<file path="config.mk">
export PLATFORM = sky130hd
export DESIGN_NAME = timer_top
export DESIGN_NICKNAME = d
export VERILOG_FILES = /design/src/rtl/timer_pkg.sv /design/src/rtl/timer_reg_decode.sv /design/src/rtl/timer_channel.sv /design/src/rtl/timer_irq_result.sv /design/src/rtl/timer_top.sv
export VERILOG_INCLUDE_DIRS = /design/src /design/src/rtl
export SDC_FILE = /design/constraint.sdc
export NUM_CORES = 1
export LEC_CHECK = 0
export BUFFER_PORTS_ARGS = -buffer_cell sky130_fd_sc_hd__buf_2
export CORE_ASPECT_RATIO = 0.5
export CORE_UTILIZATION = 50
export DETAILED_ROUTE_END_ITERATION = 12
export GPL_ROUTABILITY_DRIVEN = 0
export PLACE_DENSITY = 0.64
export SYNTH_ARGS = -nofsm -noshare
export SYNTH_HDL_FRONTEND = slang
export SYNTH_SLANG_ARGS = --single-unit
export TNS_END_PERCENT = 50
</file>
<file path="constraint.sdc">
create_clock -name clk -period 8.05 [get_ports clk]
set_input_delay 0.805 -clock clk [delete_from_list [all_inputs] [get_ports clk]]
set_output_delay 0.805 -clock clk [all_outputs]
set_load 0.01 [all_outputs]
</file>
<file path="src/rtl/timer_params.svh">
`ifndef TIMER_PARAMS_SVH
`define TIMER_PARAMS_SVH

// Number of timer channels from 1 to 3
`define TMR_NUM_CH      2

// Address is {channel[1:0], register[2:0]}
`define TMR_ADDR_W      5

// Per-channel register offsets
`define TMR_REG_CTRL    3'd0   // [1:0] mode, [2] start
`define TMR_REG_PRESC   3'd1
`define TMR_REG_RELOAD  3'd2
`define TMR_REG_COMPARE 3'd3
`define TMR_REG_COUNT   3'd4   // Read only

// Channel field value for the global registers
`define TMR_GLOBAL_CH   2'd3
`define TMR_REG_STATUS  3'd0   // Write one to clear
`define TMR_REG_IRQ_EN  3'd1

`endif

</file>
<file path="src/rtl/timer_pkg.sv">
`include "timer_params.svh"

package timer_pkg;

    // Counter, reload and compare values
    typedef logic [31:0] count_t;

    // Prescaler divide value
    typedef logic [15:0] presc_t;

    // Register data word
    typedef logic [31:0] word_t;

    // Register address
    typedef logic [`TMR_ADDR_W-1:0] addr_t;

    // Channel operating mode as held in CTRL[1:0]
    typedef enum logic [1:0] {
        MODE_OFF      = 2'b00,
        MODE_ONESHOT  = 2'b01,
        MODE_PERIODIC = 2'b10,
        MODE_PWM      = 2'b11
    } tmr_mode_e;

endpackage

</file>
<file path="src/rtl/timer_reg_decode.sv">
`timescale 1ns/1ns
`include "timer_params.svh"

module timer_reg_decode
    import timer_pkg::*;
(
    input  logic                   clk,
    input  logic                   rst_n,
    input  logic                   wr_en,
    input  logic                   rd_en,
    input  addr_t                  addr,
    input  word_t                  wdata,
    output tmr_mode_e              mode        [`TMR_NUM_CH],
    output logic [`TMR_NUM_CH-1:0] start,
    output logic [`TMR_NUM_CH-1:0] start_pulse,
    output presc_t                 prescaler   [`TMR_NUM_CH],
    output count_t                 reload_val  [`TMR_NUM_CH],
    output count_t                 compare_val [`TMR_NUM_CH],
    output logic                   status_clr_wr,
    output logic                   irq_en_wr,
    output word_t                  cfg_rdata
);

    logic [1:0]             ch_sel;
    logic [2:0]             reg_sel;
    logic [`TMR_NUM_CH-1:0] start_d;   // Start bits one cycle back

    assign ch_sel  = addr[`TMR_ADDR_W-1:`TMR_ADDR_W-2];
    assign reg_sel = addr[2:0];

    // Setup registers, written on the strobe edge
    always_ff @(posedge clk or negedge rst_n) begin
        if (!rst_n) begin
            for (int i = 0; i < `TMR_NUM_CH; i++) begin
                mode[i]        <= MODE_OFF;
                prescaler[i]   <= '0;
                reload_val[i]  <= '0;
                compare_val[i] <= '0;
            end
            start   <= '0;
            start_d <= '0;
        end else begin
            start_d <= start;
            for (int i = 0; i < `TMR_NUM_CH; i++) begin
                if (wr_en && ch_sel == 2'(i)) begin
                    case (reg_sel)
                        `TMR_REG_CTRL: begin
                            mode[i]  <= tmr_mode_e'(wdata[1:0]);
                            start[i] <= wdata[2];
                        end
                        `TMR_REG_PRESC:   prescaler[i]   <= wdata[15:0];
                        `TMR_REG_RELOAD:  reload_val[i]  <= wdata;
                        `TMR_REG_COMPARE: compare_val[i] <= wdata;
                        default: ;  // COUNT is read only
                    endcase
                end
            end
        end
    end

    // One-shot trigger on a 0 to 1 start edge
    assign start_pulse = start & ~start_d;

    // Global registers live in the result block
    assign status_clr_wr = wr_en && (ch_sel == `TMR_GLOBAL_CH) &&
                           (reg_sel == `TMR_REG_STATUS);
    assign irq_en_wr     = wr_en && (ch_sel == `TMR_GLOBAL_CH) &&
                           (reg_sel == `TMR_REG_IRQ_EN);

    // Setup readback where unmapped locations read zero
    always_comb begin
        cfg_rdata = '0;
        for (int i = 0; i < `TMR_NUM_CH; i++) begin
            if (ch_sel == 2'(i)) begin
                case (reg_sel)
                    `TMR_REG_CTRL:    cfg_rdata = word_t'({start[i], mode[i]});
                    `TMR_REG_PRESC:   cfg_rdata = word_t'(prescaler[i]);
                    `TMR_REG_RELOAD:  cfg_rdata = reload_val[i];
                    `TMR_REG_COMPARE: cfg_rdata = compare_val[i];
                    default:          cfg_rdata = '0;
                endcase
            end
        end
    end

    // The port has a single address, so access is one way per cycle
    a_no_rd_wr_overlap: assert property (
        @(posedge clk) disable iff (!rst_n)
        !(wr_en && rd_en)
    ) else $error("read and write strobes high in the same cycle");

endmodule

</file>
<file path="src/rtl/timer_channel.sv">
`timescale 1ns/1ns
`include "timer_params.svh"

module timer_channel
    import timer_pkg::*;
(
    input  logic      clk,
    input  logic      rst_n,
    input  tmr_mode_e mode,
    input  logic      start,
    input  logic      start_pulse,
    input  presc_t    prescaler,
    input  count_t    reload_val,
    input  count_t    compare_val,
    output logic      timeout,
    output logic      pwm_out,
    output count_t    current_count
);

    presc_t prescale_cnt;   // Divider for the PWM tick
    logic   pwm_tick;
    count_t pwm_next;       // PWM count after the next tick
    count_t per_next;       // Periodic count after this cycle

    assign pwm_tick = (prescale_cnt >= prescaler);

    // Up count from 0 to reload-1, then wrap
    assign pwm_next = (current_count < reload_val - 1'b1) ? current_count + 1'b1 : '0;

    // Down count with auto reload at zero
    assign per_next = (current_count == '0) ? reload_val : current_count - 1'b1;

    always_ff @(posedge clk or negedge rst_n) begin
        if (!rst_n) begin
            current_count <= '0;
            prescale_cnt  <= '0;
            timeout       <= 1'b0;
            pwm_out       <= 1'b0;
        end else if (!start) begin
            // Stopped channel holds everything at zero
            current_count <= '0;
            prescale_cnt  <= '0;
            timeout       <= 1'b0;
            pwm_out       <= 1'b0;
        end else begin
            case (mode)
                MODE_ONESHOT: begin
                    if (start_pulse && current_count == '0) begin
                        current_count <= reload_val;
                        timeout       <= 1'b0;
                    end else if (current_count != '0) begin
                        current_count <= current_count - 1'b1;
                        timeout       <= (current_count == 32'd1);  // Lands on zero
                    end else begin
                        timeout       <= 1'b0;   // Expired until the next trigger
                    end
                    prescale_cnt <= '0;
                    pwm_out      <= 1'b0;
                end

                MODE_PERIODIC: begin
                    current_count <= per_next;
                    timeout       <= (per_next == '0);
                    prescale_cnt  <= '0;
                    pwm_out       <= 1'b0;
                end

                MODE_PWM: begin
                    if (pwm_tick) begin
                        prescale_cnt  <= '0;
                        current_count <= pwm_next;
                        pwm_out       <= (pwm_next < compare_val);
                        // Held for a whole tick at the top of the period
                        timeout       <= (pwm_next == reload_val - 1'b1);
                    end else begin
                        prescale_cnt  <= prescale_cnt + 1'b1;
                    end
                end

                default: begin
                    current_count <= '0;
                    prescale_cnt  <= '0;
                    timeout       <= 1'b0;
                    pwm_out       <= 1'b0;
                end
            endcase
        end
    end

    // Outputs are registered, so they follow the mode of the previous cycle
    a_pwm_only_in_pwm: assert property (
        @(posedge clk) disable iff (!rst_n)
        ($past(mode) != MODE_PWM) |-> !pwm_out
    ) else $error("pwm_out high outside PWM mode");

    a_timeout_at_zero: assert property (
        @(posedge clk) disable iff (!rst_n)
        ($past(mode) inside {MODE_ONESHOT, MODE_PERIODIC} && timeout)
            |-> (current_count == '0)
    ) else $error("timeout with a nonzero count");

endmodule

</file>
<file path="src/rtl/timer_irq_result.sv">
`timescale 1ns/1ns
`include "timer_params.svh"

module timer_irq_result
    import timer_pkg::*;
(
    input  logic                   clk,
    input  logic                   rst_n,
    input  logic [`TMR_NUM_CH-1:0] timeout,
    input  count_t                 current_count [`TMR_NUM_CH],
    input  logic                   status_clr_wr,
    input  logic                   irq_en_wr,
    input  word_t                  wdata,
    input  logic                   rd_en,
    input  addr_t                  addr,
    input  word_t                  cfg_rdata,
    output logic                   irq,
    output word_t                  rdata,
    output logic                   rdata_valid
);

    logic [`TMR_NUM_CH-1:0] timeout_d;
    logic [`TMR_NUM_CH-1:0] status;
    logic [`TMR_NUM_CH-1:0] irq_en;
    logic [`TMR_NUM_CH-1:0] status_set;
    logic [`TMR_NUM_CH-1:0] status_clr;
    logic [1:0]             ch_sel;
    logic [2:0]             reg_sel;
    word_t                  rd_next;

    assign status_set = timeout & ~timeout_d;   // Rising edge only
    assign status_clr = status_clr_wr ? wdata[`TMR_NUM_CH-1:0] : '0;

    always_ff @(posedge clk or negedge rst_n) begin
        if (!rst_n) begin
            timeout_d   <= '0;
            status      <= '0;
            irq_en      <= '0;
            irq         <= 1'b0;
            rdata_valid <= 1'b0;
        end else begin
            timeout_d   <= timeout;
            status      <= (status & ~status_clr) | status_set;   // Set wins
            if (irq_en_wr)
                irq_en  <= wdata[`TMR_NUM_CH-1:0];
            irq         <= |(status & irq_en);
            rdata_valid <= rd_en;
        end
    end

    assign ch_sel  = addr[`TMR_ADDR_W-1:`TMR_ADDR_W-2];
    assign reg_sel = addr[2:0];

    // Read source select
    always_comb begin
        rd_next = cfg_rdata;
        if (ch_sel == `TMR_GLOBAL_CH) begin
            case (reg_sel)
                `TMR_REG_STATUS: rd_next = word_t'(status);
                `TMR_REG_IRQ_EN: rd_next = word_t'(irq_en);
                default:         rd_next = '0;
            endcase
        end else if (reg_sel == `TMR_REG_COUNT) begin
            rd_next = '0;
            for (int i = 0; i < `TMR_NUM_CH; i++) begin
                if (ch_sel == 2'(i))
                    rd_next = current_count[i];
            end
        end
    end

    always_ff @(posedge clk) begin
        if (rd_en)
            rdata <= rd_next;
    end

    a_irq_has_source: assert property (
        @(posedge clk) disable iff (!rst_n)
        irq |-> $past(|(status & irq_en))
    ) else $error("irq without an enabled status bit");

endmodule

</file>
<file path="src/rtl/timer_top.sv">
`timescale 1ns/1ns
`include "timer_params.svh"

module timer_top
    import timer_pkg::*;
(
    input  logic                   clk,
    input  logic                   rst_n,
    input  logic                   wr_en,
    input  logic                   rd_en,
    input  addr_t                  addr,
    input  word_t                  wdata,
    output word_t                  rdata,
    output logic                   rdata_valid,
    output logic                   irq,
    output logic [`TMR_NUM_CH-1:0] pwm_out
);

    tmr_mode_e              mode          [`TMR_NUM_CH];
    presc_t                 prescaler     [`TMR_NUM_CH];
    count_t                 reload_val    [`TMR_NUM_CH];
    count_t                 compare_val   [`TMR_NUM_CH];
    count_t                 current_count [`TMR_NUM_CH];
    logic [`TMR_NUM_CH-1:0] start;
    logic [`TMR_NUM_CH-1:0] start_pulse;
    logic [`TMR_NUM_CH-1:0] timeout;
    logic                   status_clr_wr;
    logic                   irq_en_wr;
    word_t                  cfg_rdata;

    timer_reg_decode u_decode (
        .clk, .rst_n, .wr_en, .rd_en, .addr, .wdata,
        .mode, .start, .start_pulse, .prescaler, .reload_val, .compare_val,
        .status_clr_wr, .irq_en_wr, .cfg_rdata
    );

    for (genvar g = 0; g < `TMR_NUM_CH; g++) begin : g_ch
        timer_channel u_channel (
            .clk           (clk),
            .rst_n         (rst_n),
            .mode          (mode[g]),
            .start         (start[g]),
            .start_pulse   (start_pulse[g]),
            .prescaler     (prescaler[g]),
            .reload_val    (reload_val[g]),
            .compare_val   (compare_val[g]),
            .timeout       (timeout[g]),
            .pwm_out       (pwm_out[g]),
            .current_count (current_count[g])
        );
    end

    timer_irq_result u_result (
        .clk, .rst_n, .timeout, .current_count, .status_clr_wr, .irq_en_wr,
        .wdata, .rd_en, .addr, .cfg_rdata, .irq, .rdata, .rdata_valid
    );

endmodule

</file>
# ---- Yosys cells after proc, flatten, opt, wreduce, memory -nomap -nowiden
# Index checks and enable logic that the tools add are counted.
dict set report word_totals {
  register_bits 308
  input_bits 41
  out_inout_bits 36
  elab_cells 139
}
dict set report classes {
  n_addsub 8
  magnitude_cmp 6
  n_eq_ne 20
  mux 46
  n_bitwise 8
  n_reduce_logical 26
}
# operator n
set op_table {}
lappend op_table {{two-way mux 32 bit} 18}
lappend op_table {{one-hot mux 32 bit (4 select lines)} 2}
lappend op_table {{one-hot mux 32 bit (3 select lines)} 2}
lappend op_table {{zero test 32 bit} 4}
lappend op_table {{less-than comparator 32 bit} 4}
lappend op_table {{subtractor 32 x 1 -> 32 bit (second input constant)} 4}
lappend op_table {{two-way mux 16 bit} 6}
lappend op_table {{adder 32 x 1 -> 32 bit (second input constant)} 2}
lappend op_table {{== test 32 x 1 -> 1 bit (second input constant)} 2}
lappend op_table {{== test 32 bit} 2}
lappend op_table {{nonzero test 32 bit} 2}
lappend op_table {{adder 16 x 1 -> 16 bit (second input constant)} 2}
lappend op_table {{>= comparator 16 bit} 2}
lappend op_table {{AND reduction 2 bit} 10}
lappend op_table {{two-way mux 1 bit} 14}
lappend op_table {{== test 2 bit (second input constant)} 5}
lappend op_table {{AND 2 bit} 4}
lappend op_table {{!= test 4 x 2 -> 1 bit (second input constant)} 2}
lappend op_table {{logical AND 1 bit} 7}
lappend op_table {{== test 2 x 1 -> 1 bit (second input constant)} 3}
lappend op_table {{== test 3 x 2 -> 1 bit (second input constant)} 2}
lappend op_table {{!= test 3 x 2 -> 1 bit (second input constant)} 2}
lappend op_table {{inverter 2 bit} 3}
lappend op_table {{one-hot mux 1 bit (3 select lines)} 2}
lappend op_table {{other kinds (8)} 8}

# ---- Logic depth before layout (Yosys ltp)
# Gate-level depths: netlist of the first run.
dict set report logic_depth {
  word_depth 7
  ltp_mapped 29
  ltp_nobuf 25
}

# ---- Cells and area by module
# A second synthesis of the first run with hierarchy kept.
dict set report hier_totals {
  hier_cells 2782
  hier_area_um2 25125.3
}
# module instances cells_each area_each_um2 seq_area_each_um2
set modules_own_cells {}
lappend modules_own_cells {timer_reg_decode 1 502 7612.3 4204.0}
lappend modules_own_cells {{timer_channel at g_ch[1].u_channel} 1 1070 7593.5 1251.2}
lappend modules_own_cells {{timer_channel at g_ch[0].u_channel} 1 1002 7445.9 1251.2}
lappend modules_own_cells {timer_irq_result 1 208 2473.6 1161.1}

# ---- Least setup slack after synthesis of the first run
# Ideal clock, no wire load.
dict set report synth_path {
  path_kind {register to register}
  from {register u_decode.reload_val[4] (netlist bit)}
  to {register g_ch[1].u_channel.pwm_out}
  setup_time_ps 101
  arrival_time_ps 5901
  required_time_ps 7949
  slack_ps 2049
  stages_incl_launch_ff 27
  path_buffers 5
  period_less_slack_ps 6001
  path_cell_list {dfrtp_1 clkbuf_1 nor4_2 nand3_2 or3b_1 nor3_1 xnor2_1 ha_1 nand4_1 or4_1 a31oi_1 or2_2 clkbuf_1 clkbuf_1 clkbuf_1 buf_1 nor2_1 ha_1 a21oi_1 nor2b_1 o21ai_0 nand2b_1 a21oi_1 nor2_1 a2111oi_0 o211ai_1 o32ai_1}
}
dict set report synth_via {
  elab_chain_cells 7
}
# element line
set synth_rtl {}
lappend synth_rtl {{start: declaration} timer_reg_decode.sv:17} ;# output count_t reload_val [`TMR_NUM_CH],
lappend synth_rtl {{start signal: indexed assignment} timer_reg_decode.sv:52} ;# `TMR_REG_RELOAD: reload_val[i] <= wdata;
lappend synth_rtl {{subtractor 32 x 1 -> 32 bit} timer_channel.sv:28} ;# assign pwm_next = (current_count < reload_val - 1'b1) ? current_count + 1'b1 : '0;
lappend synth_rtl {{less-than comparator 32 bit} timer_channel.sv:28}
lappend synth_rtl {{two-way mux 32 bit} timer_channel.sv:28}
lappend synth_rtl {{less-than comparator 32 bit} timer_channel.sv:72} ;# pwm_out <= (pwm_next < compare_val);
lappend synth_rtl {{two-way mux 1 bit} timer_channel.sv:69} ;# if (pwm_tick) begin
lappend synth_rtl {{two-way mux 1 bit} timer_channel.sv:46} ;# case (mode)
lappend synth_rtl {{two-way mux 1 bit} timer_channel.sv:39} ;# end else if (!start) begin
lappend synth_rtl {{end signal: assignment} timer_channel.sv:72}
lappend synth_rtl {{end: declaration} timer_channel.sv:16} ;# output logic pwm_out,
# No other way between the ends. The select of a mux whose other input is x is not followed.
# A chain may end at the register's enable or synchronous reset.

# ---- Worst setup path in the final report of the first run
dict set report layout_path {
  from {register u_decode.reload_val[36] (netlist bit)}
  to {register g_ch[0].u_channel.pwm_out}
}
dict set report layout_via {
  elab_chain_cells 7
}
# element line
set layout_rtl {}
lappend layout_rtl {{subtractor 32 x 1 -> 32 bit} timer_channel.sv:28}
lappend layout_rtl {{less-than comparator 32 bit} timer_channel.sv:28}
lappend layout_rtl {{two-way mux 32 bit} timer_channel.sv:28}
lappend layout_rtl {{less-than comparator 32 bit} timer_channel.sv:72}
lappend layout_rtl {{two-way mux 1 bit} timer_channel.sv:69}
lappend layout_rtl {{two-way mux 1 bit} timer_channel.sv:46}
lappend layout_rtl {{two-way mux 1 bit} timer_channel.sv:39}
lappend layout_rtl {{end signal: assignment} timer_channel.sv:72}
lappend layout_rtl {{end: declaration} timer_channel.sv:16}
# No other way between the ends. The select of a mux whose other input is x is not followed.

==> results of run 1 <==
## layout make-up
type	count	area share (%)
diodes	2	0.01904
clock buffers	38	3.213
clock inverters	19	0.8283
inverters	145	2.071
multi-input cells	2224	58.33
flip-flops and latches	308	29.93
well taps	649	3.089
repair buffers	112	2.513
## metrics by stage
step	power, µW	worst slack, ns	utilization (%)
after floorplan	5732	2.049	-
after global placement	7039	1.909	51.92
after CTS	8658	1.671	54.11
after global routing	9338	1.205	54.11
after detailed placement	7069	1.708	51.92
final	8820	1.617	54.12
## power by group
part	switching [µW]	internal [µW]
logic	3010	1790
registers	614	1830
clock network	696	878
total	4320	4500
## cells by family (layout without fill, tap and decap cells)
group                    count (synthesis)  in the layout  share of synthesized area, %
AO/OA/AOI/OAI                          687            687                         17.69
XOR/XNOR                               211            211                         7.508
adder cells (fa/ha/maj)                168            168                         8.540
buffers and inverters                  357            314                         5.775
flip-flops                             308            308                         31.96
multiplexers                           199            199                         8.850
other                                    0              2                             0
AND/OR/NAND/NOR                        959            959                         19.67
## final timing paths
kind,depth (start not counted),startpoint,endpoint
max in group asynchronous,2,rst_n,g_ch[1].u_channel.prescale_cnt[3]$_DFF_PN0_
hold reg to reg,1,u_result.timeout_d[0]$_DFF_PN0_,u_result.status[0]$_DFF_PN0_
min in group clk,1,u_result.timeout_d[0]$_DFF_PN0_,u_result.status[0]$_DFF_PN0_
hold / removal,1,rst_n,g_ch[0].u_channel.current_count[31]$_DFFE_PN0P_
setup reg to reg,25,u_decode.reload_val[36]$_DFFE_PN0P_,g_ch[0].u_channel.pwm_out$_DFFE_PN0P_
setup / recovery,25,u_decode.reload_val[36]$_DFFE_PN0P_,g_ch[0].u_channel.pwm_out$_DFFE_PN0P_
## metal layers
layer	share of wire [%]	routed length, µm	GRT usage, %	vias up
met5	0.015	13	0	-
met2	40	35010	47.09	1265
met1	46	40000	53.66	11100
met3	11	9856	7.419	150
li1	-	-	-	10300
met4	2.7	2368	9.025	2
## synth_stat cells (all sizes together), types with 23 or more instances
| library cell | instances |
|---|---|
| a22oi | 62 |
| o21ai | 224 |
| dfrtp | 276 |
| a21oi | 152 |
| mux2 | 149 |
| edfxtp | 32 |
| nor2 | 253 |
| xnor2 | 108 |
| o22ai | 30 |
| ha | 168 |
| mux2i | 50 |
| nor3 | 92 |
| clkbuf | 168 |
| and3 | 30 |
| xor2 | 103 |
| a221oi | 23 |
| nand2 | 231 |
| inv | 144 |
| buf | 44 |
| nand4 | 52 |
| and2 | 31 |
| nor2b | 23 |
| or3 | 30 |
| nor4 | 49 |
| nand3 | 78 |
## flip-flops by register name, indices dropped and copies added (netlist names), 4 cells and up
register                      flops
u_decode.compare_val             64
u_result.rdata                   32
u_decode.prescaler               32
u_decode.mode                     4
g_ch.u_channel.current_count     64
u_decode.reload_val              64
g_ch.u_channel.prescale_cnt      32
==> summary.md, run 1 <==
| Metric | Value |
|---|---|
| Async S/R FF share, synth | 89.61% |
| Post-CTS setup buffer count | 0 |
| DR pass1 iterations | 8 |
| YS warnings | 0 |
| CP top delay family | simple AND/OR/NAND/NOR gates |
| Largest net degree at the start of global routing | 109 |
| CP startpoint kind | flip-flop |
| # setup viols final | 0 |
| Register area | 0.007868 mm² |
| Top FF cell, synth | dfrtp_1 |
| DRC | 0 |
| Worst slew pin tran | 1.284 ns |
| Htree depth | 1 |
| Achievable frequency | 155.4 MHz |
| Post-synth EDFFs | 32 |
| Pleak | 0.01135 µW |
| Row count | 57 |
| GRT Overall Usage | 34.40% |
| Syn nets | 3,098 |
| Critical path's slowest cell | or2_2 |
| Core area | 0.04857 mm² |
| Sinks on Clock Net | 308 |
| Share of the synthesized area in the top cell type | 28.06% |
| Yosys top cell by area | dfrtp_1 |
| Cts hold-fix bufs | 0 |
| Total CTS buffers | 31 |
| Final Hold Violating Endpoints | 0 |
| Post-place instance area | 0.02522 mm² |
| Outcome | complete, no violations |
| Initial Utilization | 50.68% |
| WP data arrival | 6.94 ns |
| Slew headroom | 13.77% |
| Final max-slew violation count | 0 |
| Die Footprint | 0.05017 mm² |
| CTS max path bufs | 3 |
| CTS tree | done |
| Reg2reg setup slack | 1.62 ns |
| WL final | 87,250 µm |
| Post-DP HPWL | 66,320 µm |
| Grt ovf | 0 |
| Initial DRC Count | 3,267 |
| Clock latency on the worst-skew pair | 0.62 ns |
| Count of cells resized by post-cts repair | 0 |
| Crit. End Element | flip-flop |
| Synth unique cells | 92 |
| Area growth from synthesis to layout | 6.786% |
| Via count of the first global-routing pass | 21,140 |
| Mapped Avg Cell Area | 8.520 µm² |
| Unrepaired setup endpoints after global routing | no |
| Fin crit period | 6.433 ns |
| Max Clock Skew | 0.03263 ns |
| Hold crit path type | in -> async |
| Final hold slack | 0.2246 ns |
| Period utilisation layout | 79.91% |
| IO buf count | 76 |
| Global-route wire length before repair | 132,100 µm |
| Cells after DPL | 3,438 |
| Share of layout cells above drive strength 1 | 12.33% |
| Vias | 22,810 |
| Vias per Instance | 6.523 |
| Fillers | 4,504 |
| Die width | 315.8 µm |
| Detail Route Antenna Nets | 0 |
| Post-synthesis sequential area ratio | 31.96% |
| Critical path type | reg -> reg |
| Post-Layout Inst Area | 0.02628 mm² |
| PD cells | 335.6 mW/mm² |
| CTS root buffer | clkbuf_16 |
| Nets | 3,031 |
| Buf/Inv on CP | 1 |
| VDD IR max | 359.2 µV |
| Commonest non-fill, non-tap cell in the layout | dfrtp_1 |
| Flops & latches, synth | 308 |
| Worst-path maximum fanout | 34 |
| Syn Inst Count | 2,889 |
| Avg WL per Cell | 24.95 µm |
| IO Pins | 77 |
| CP peak stage delay | 0.66 ns |
| Clock slew at reported path FFs | 0.07 ns |
| Cell Area, Synth | 0.02461 mm² |
| Initial antenna violation count | 2 |
| Critical path required time | 8.56 ns |
| Final cell count without fillers | 3,497 |
| Multi-input gate area in the final layout | 0.01533 mm² |
| # Max-Cap Violations | 0 |
| Die Ht | 158.9 µm |
| Fin Setup TNS | 0 ns |
| Top cells by area, synth | dfrtp_1, ha_1, mux2_2 |
| Most frequent cells in the layout | dfrtp_1, nor2_1, nand2_1 |
Power figures use the tool's default switching activity.
==> inputs of run 2 (changes only) <==
Clock period 8.05 ns to 6.4 ns, I/O delays scaled along.
==> run 2 against run 1 <==
  * Largest cell class unchanged
  * First-iteration DRC count rose by 2.6%
  * Cell area increased by 0.64%
  * The run now ends with negative hold slack left
  * Critical path depth decreased by 2
  * Global-route usage is 0.55 points higher
  * Via count rose by 1.0%
  * Hold slack got worse by 0.23 ns
==> summary.md, run 2 (synthesis results as in run 1) <==
| Metric | Value |
|---|---|
| Outcome | finished with violations (was complete, no violations) |
| Violated checks | negative hold slack |
| Initial DRC Count | 3,352 (was 3,267) |
| Commonest non-fill, non-tap cell in the layout | dfrtp_1 (unchanged) |
| Final max-slew violation count | 0 (unchanged) |
| CTS max path bufs | 3 (unchanged) |
| Initial antenna violation count | 4 (was 2) |
| Row count | 57 (unchanged) |
| IO Pins | 77 (unchanged) |
| Most frequent cells in the layout | dfrtp_1, nor2_1, nand2_1 (unchanged) |
| Reg2reg setup slack | 0.38 ns (was 1.62 ns) |
| CTS root buffer | clkbuf_16 (unchanged) |
| Fin Setup TNS | 0 ns (unchanged) |
| DRC | 0 (unchanged) |
| Cells after DPL | 3,454 (was 3,438) |
| Crit. End Element | flip-flop (unchanged) |
| Grt ovf | 0 (unchanged) |
| GRT Overall Usage | 34.95% (was 34.40%) |
| Pleak | 0.01144 µW (was 0.01135 µW) |
| Period utilisation layout | 94.06% (was 79.91%) |
| Via count of the first global-routing pass | 21,470 (was 21,140) |
| Post-DP HPWL | 67,010 µm (was 66,320 µm) |
| Met2 wire len | 34,660 µm (was 35,010 µm) |
| PD cells | 423.3 mW/mm² (was 335.6 mW/mm²) |
| DR pass1 iterations | 6 (was 8) |
| Nets | 3,050 (was 3,031) |
| WP data arrival | 6.54 ns (was 6.94 ns) |
| # setup viols final | 0 (unchanged) |
| Vias per Instance | 6.555 (was 6.523) |
| CP startpoint kind | flip-flop (unchanged) |
| VDD IR max | 482.0 µV (was 359.2 µV) |
| WL final | 88,390 µm (was 87,250 µm) |
| Regs by FF count | g_ch.u_channel.current_count: 64 flops, u_decode.compare_val: 64 flops, u_decode.reload_val: 64 flops (unchanged) |
| Die Ht | 158.9 µm (unchanged) |
| Initial Utilization | 50.68% (unchanged) |
| Slew headroom | 12.92% (was 13.77%) |
| Avg WL per Cell | 25.14 µm (was 24.95 µm) |
| Worst-path maximum fanout | 8 (was 34) |
| Vias | 23,050 (was 22,810) |
| Sinks on Clock Net | 308 (unchanged) |
| M1 wire length | 38,930 µm (was 40,000 µm) |
| Largest net degree at the start of global routing | 130 (was 109) |
| Top sig layer | met4 (was met5) |
| Fin crit period | 6.020 ns (was 6.433 ns) |
| Hold crit path type | in -> async (unchanged) |
| Detail Route Antenna Nets | 0 (unchanged) |
| IO buf count | 76 (unchanged) |
| Post-Layout Inst Area | 0.02645 mm² (was 0.02628 mm²) |
| Unrepaired setup endpoints after global routing | no (unchanged) |
| Wire length on met3 | 11,690 µm (was 9856 µm) |
| Total CTS buffers | 31 (unchanged) |
| Final Hold Violating Endpoints | 1 (was 0) |
| Final cell count without fillers | 3,516 (was 3,497) |
| Worst slew pin tran | 1.300 ns (was 1.284 ns) |
| Clock slew at reported path FFs | 0.08 ns (was 0.07 ns) |
| Core area | 0.04857 mm² (unchanged) |
| Htree depth | 1 (unchanged) |
| Share of layout cells above drive strength 1 | 13.12% (was 12.33%) |
| Post-place instance area | 0.02535 mm² (was 0.02522 mm²) |
| Max Clock Skew | 0.01855 ns (was 0.03263 ns) |
| Global-route wire length before repair | 133,900 µm (was 132,100 µm) |
| Critical path type | reg -> reg (unchanged) |
| Die width | 315.8 µm (unchanged) |
| Final hold slack | -0.006444 ns (was 0.2246 ns) |
| Area growth from synthesis to layout | 7.467% (was 6.786%) |
| Clock latency on the worst-skew pair | 0.61 ns (was 0.62 ns) |
| Die Footprint | 0.05017 mm² (unchanged) |
| Critical path required time | 6.92 ns (was 8.56 ns) |
| CTS tree | done (unchanged) |
| Achievable frequency | 166.1 MHz (was 155.4 MHz) |
| # Max-Cap Violations | 0 (unchanged) |
-- run 2: changes by cell type in the layout (fill, tap and decap cells not counted), moves of 2 or more --
cell / before / now
clkinvlp_4: 2 / 6
clkinv_2: 3 / 5
clkbuf_1: 5 / 3
clkbuf_16: 33 / 31
clkbuf_8: 0 / 3
clkinv_1: 5 / 2
inv_6: 3 / 0
buf_4: 36 / 54
-- run 2: repair_timing --
| item | in CTS | in global routing |
|---|---|---|
| endpoints found under the setup margin | 0 | 2 |
| hold buffers | 0 | 0 |
| gates resized for setup | 0 | 3 |
| setup buffers | 0 | 3 |
-- run 2: final cells by class --
class	count	area [µm²]
inverter	145	544.3
clock buffer	37	828.3
timing repair buffer	131	815.8
tap	649	812.0
fill	4446	22120
clock inverter	20	231.5
antenna	2	5.005
multi-input combinational	2224	15350
sequential	308	7868
-- run 2: final timing paths --
kind                                                                    to                           startpoint  cells past startpoint
hold / removal             g_ch[0].u_channel.current_count[25]$_DFFE_PN0P_                                rst_n                      1
setup reg to reg                     g_ch[1].u_channel.pwm_out$_DFFE_PN0P_  u_decode.reload_val[25]$_DFFE_PN0P_                     23
hold reg to reg                               u_result.status[0]$_DFF_PN0_      u_result.timeout_d[0]$_DFF_PN0_                      1
max in group asynchronous   g_ch[1].u_channel.current_count[9]$_DFFE_PN0P_                                rst_n                      2
min in group clk                      u_decode.compare_val[20]$_DFFE_PN0P_                            wdata[20]                      3
setup / recovery                     g_ch[1].u_channel.pwm_out$_DFFE_PN0P_  u_decode.reload_val[25]$_DFFE_PN0P_                     23
-- run 2: critical path: stages (launching register included) --
cell       delay [ns]
dfrtp_1          0.36
buf_4            0.16
or4_1            0.62
nor4_1           0.30
or3b_1           0.44
nor3_1           0.19
xnor2_1          0.19
ha_1             0.29
nand4_1          0.16
nor2_1           0.07
a221o_1          0.32
a211o_1          0.28
or2_2            0.38
nor2_1           0.26
ha_1             0.30
a21oi_1          0.13
nor2b_1          0.06
o21ai_0          0.14
nand2b_1         0.07
a21oi_1          0.17
nor2_1           0.06
a2111oi_1        0.53
o211ai_1         0.16
o32ai_1          0.27
-- run 2: routing by layer --
layer / GRT usage [%] / vias to the layer above
li1: - / 10360
met1: 54.14 / 11030
met2: 46.95 / 1483
met3: 8.294 / 181
met4: 10.85 / 0
met5: 0 / -
-- run 2: through the flow --
stage          power, µW  utilization [%]  worst slack [ns]  hold slack [ns]
2_1_floorplan       7209                -            0.3987           0.3444
3_3_place_gp        8939            52.19            0.5126           0.4060
3_5_place_dp        8994            52.19            0.3532           0.4197
4_1_cts            10980            54.38            0.3342          0.03282
5_1_grt            11840            54.46          0.006330          0.04140
6_report           11200            54.46            0.3802        -0.006444
-- run 2: power by group --
group	internal [µW]	switching, µW	total [µW]	leakage, µW
Sequential	2300	736	3040	0.00388
Clock	1090	890	1980	0.000504
Combinational	2310	3870	6180	0.00705
Total	5700	5490	11200	0.0114
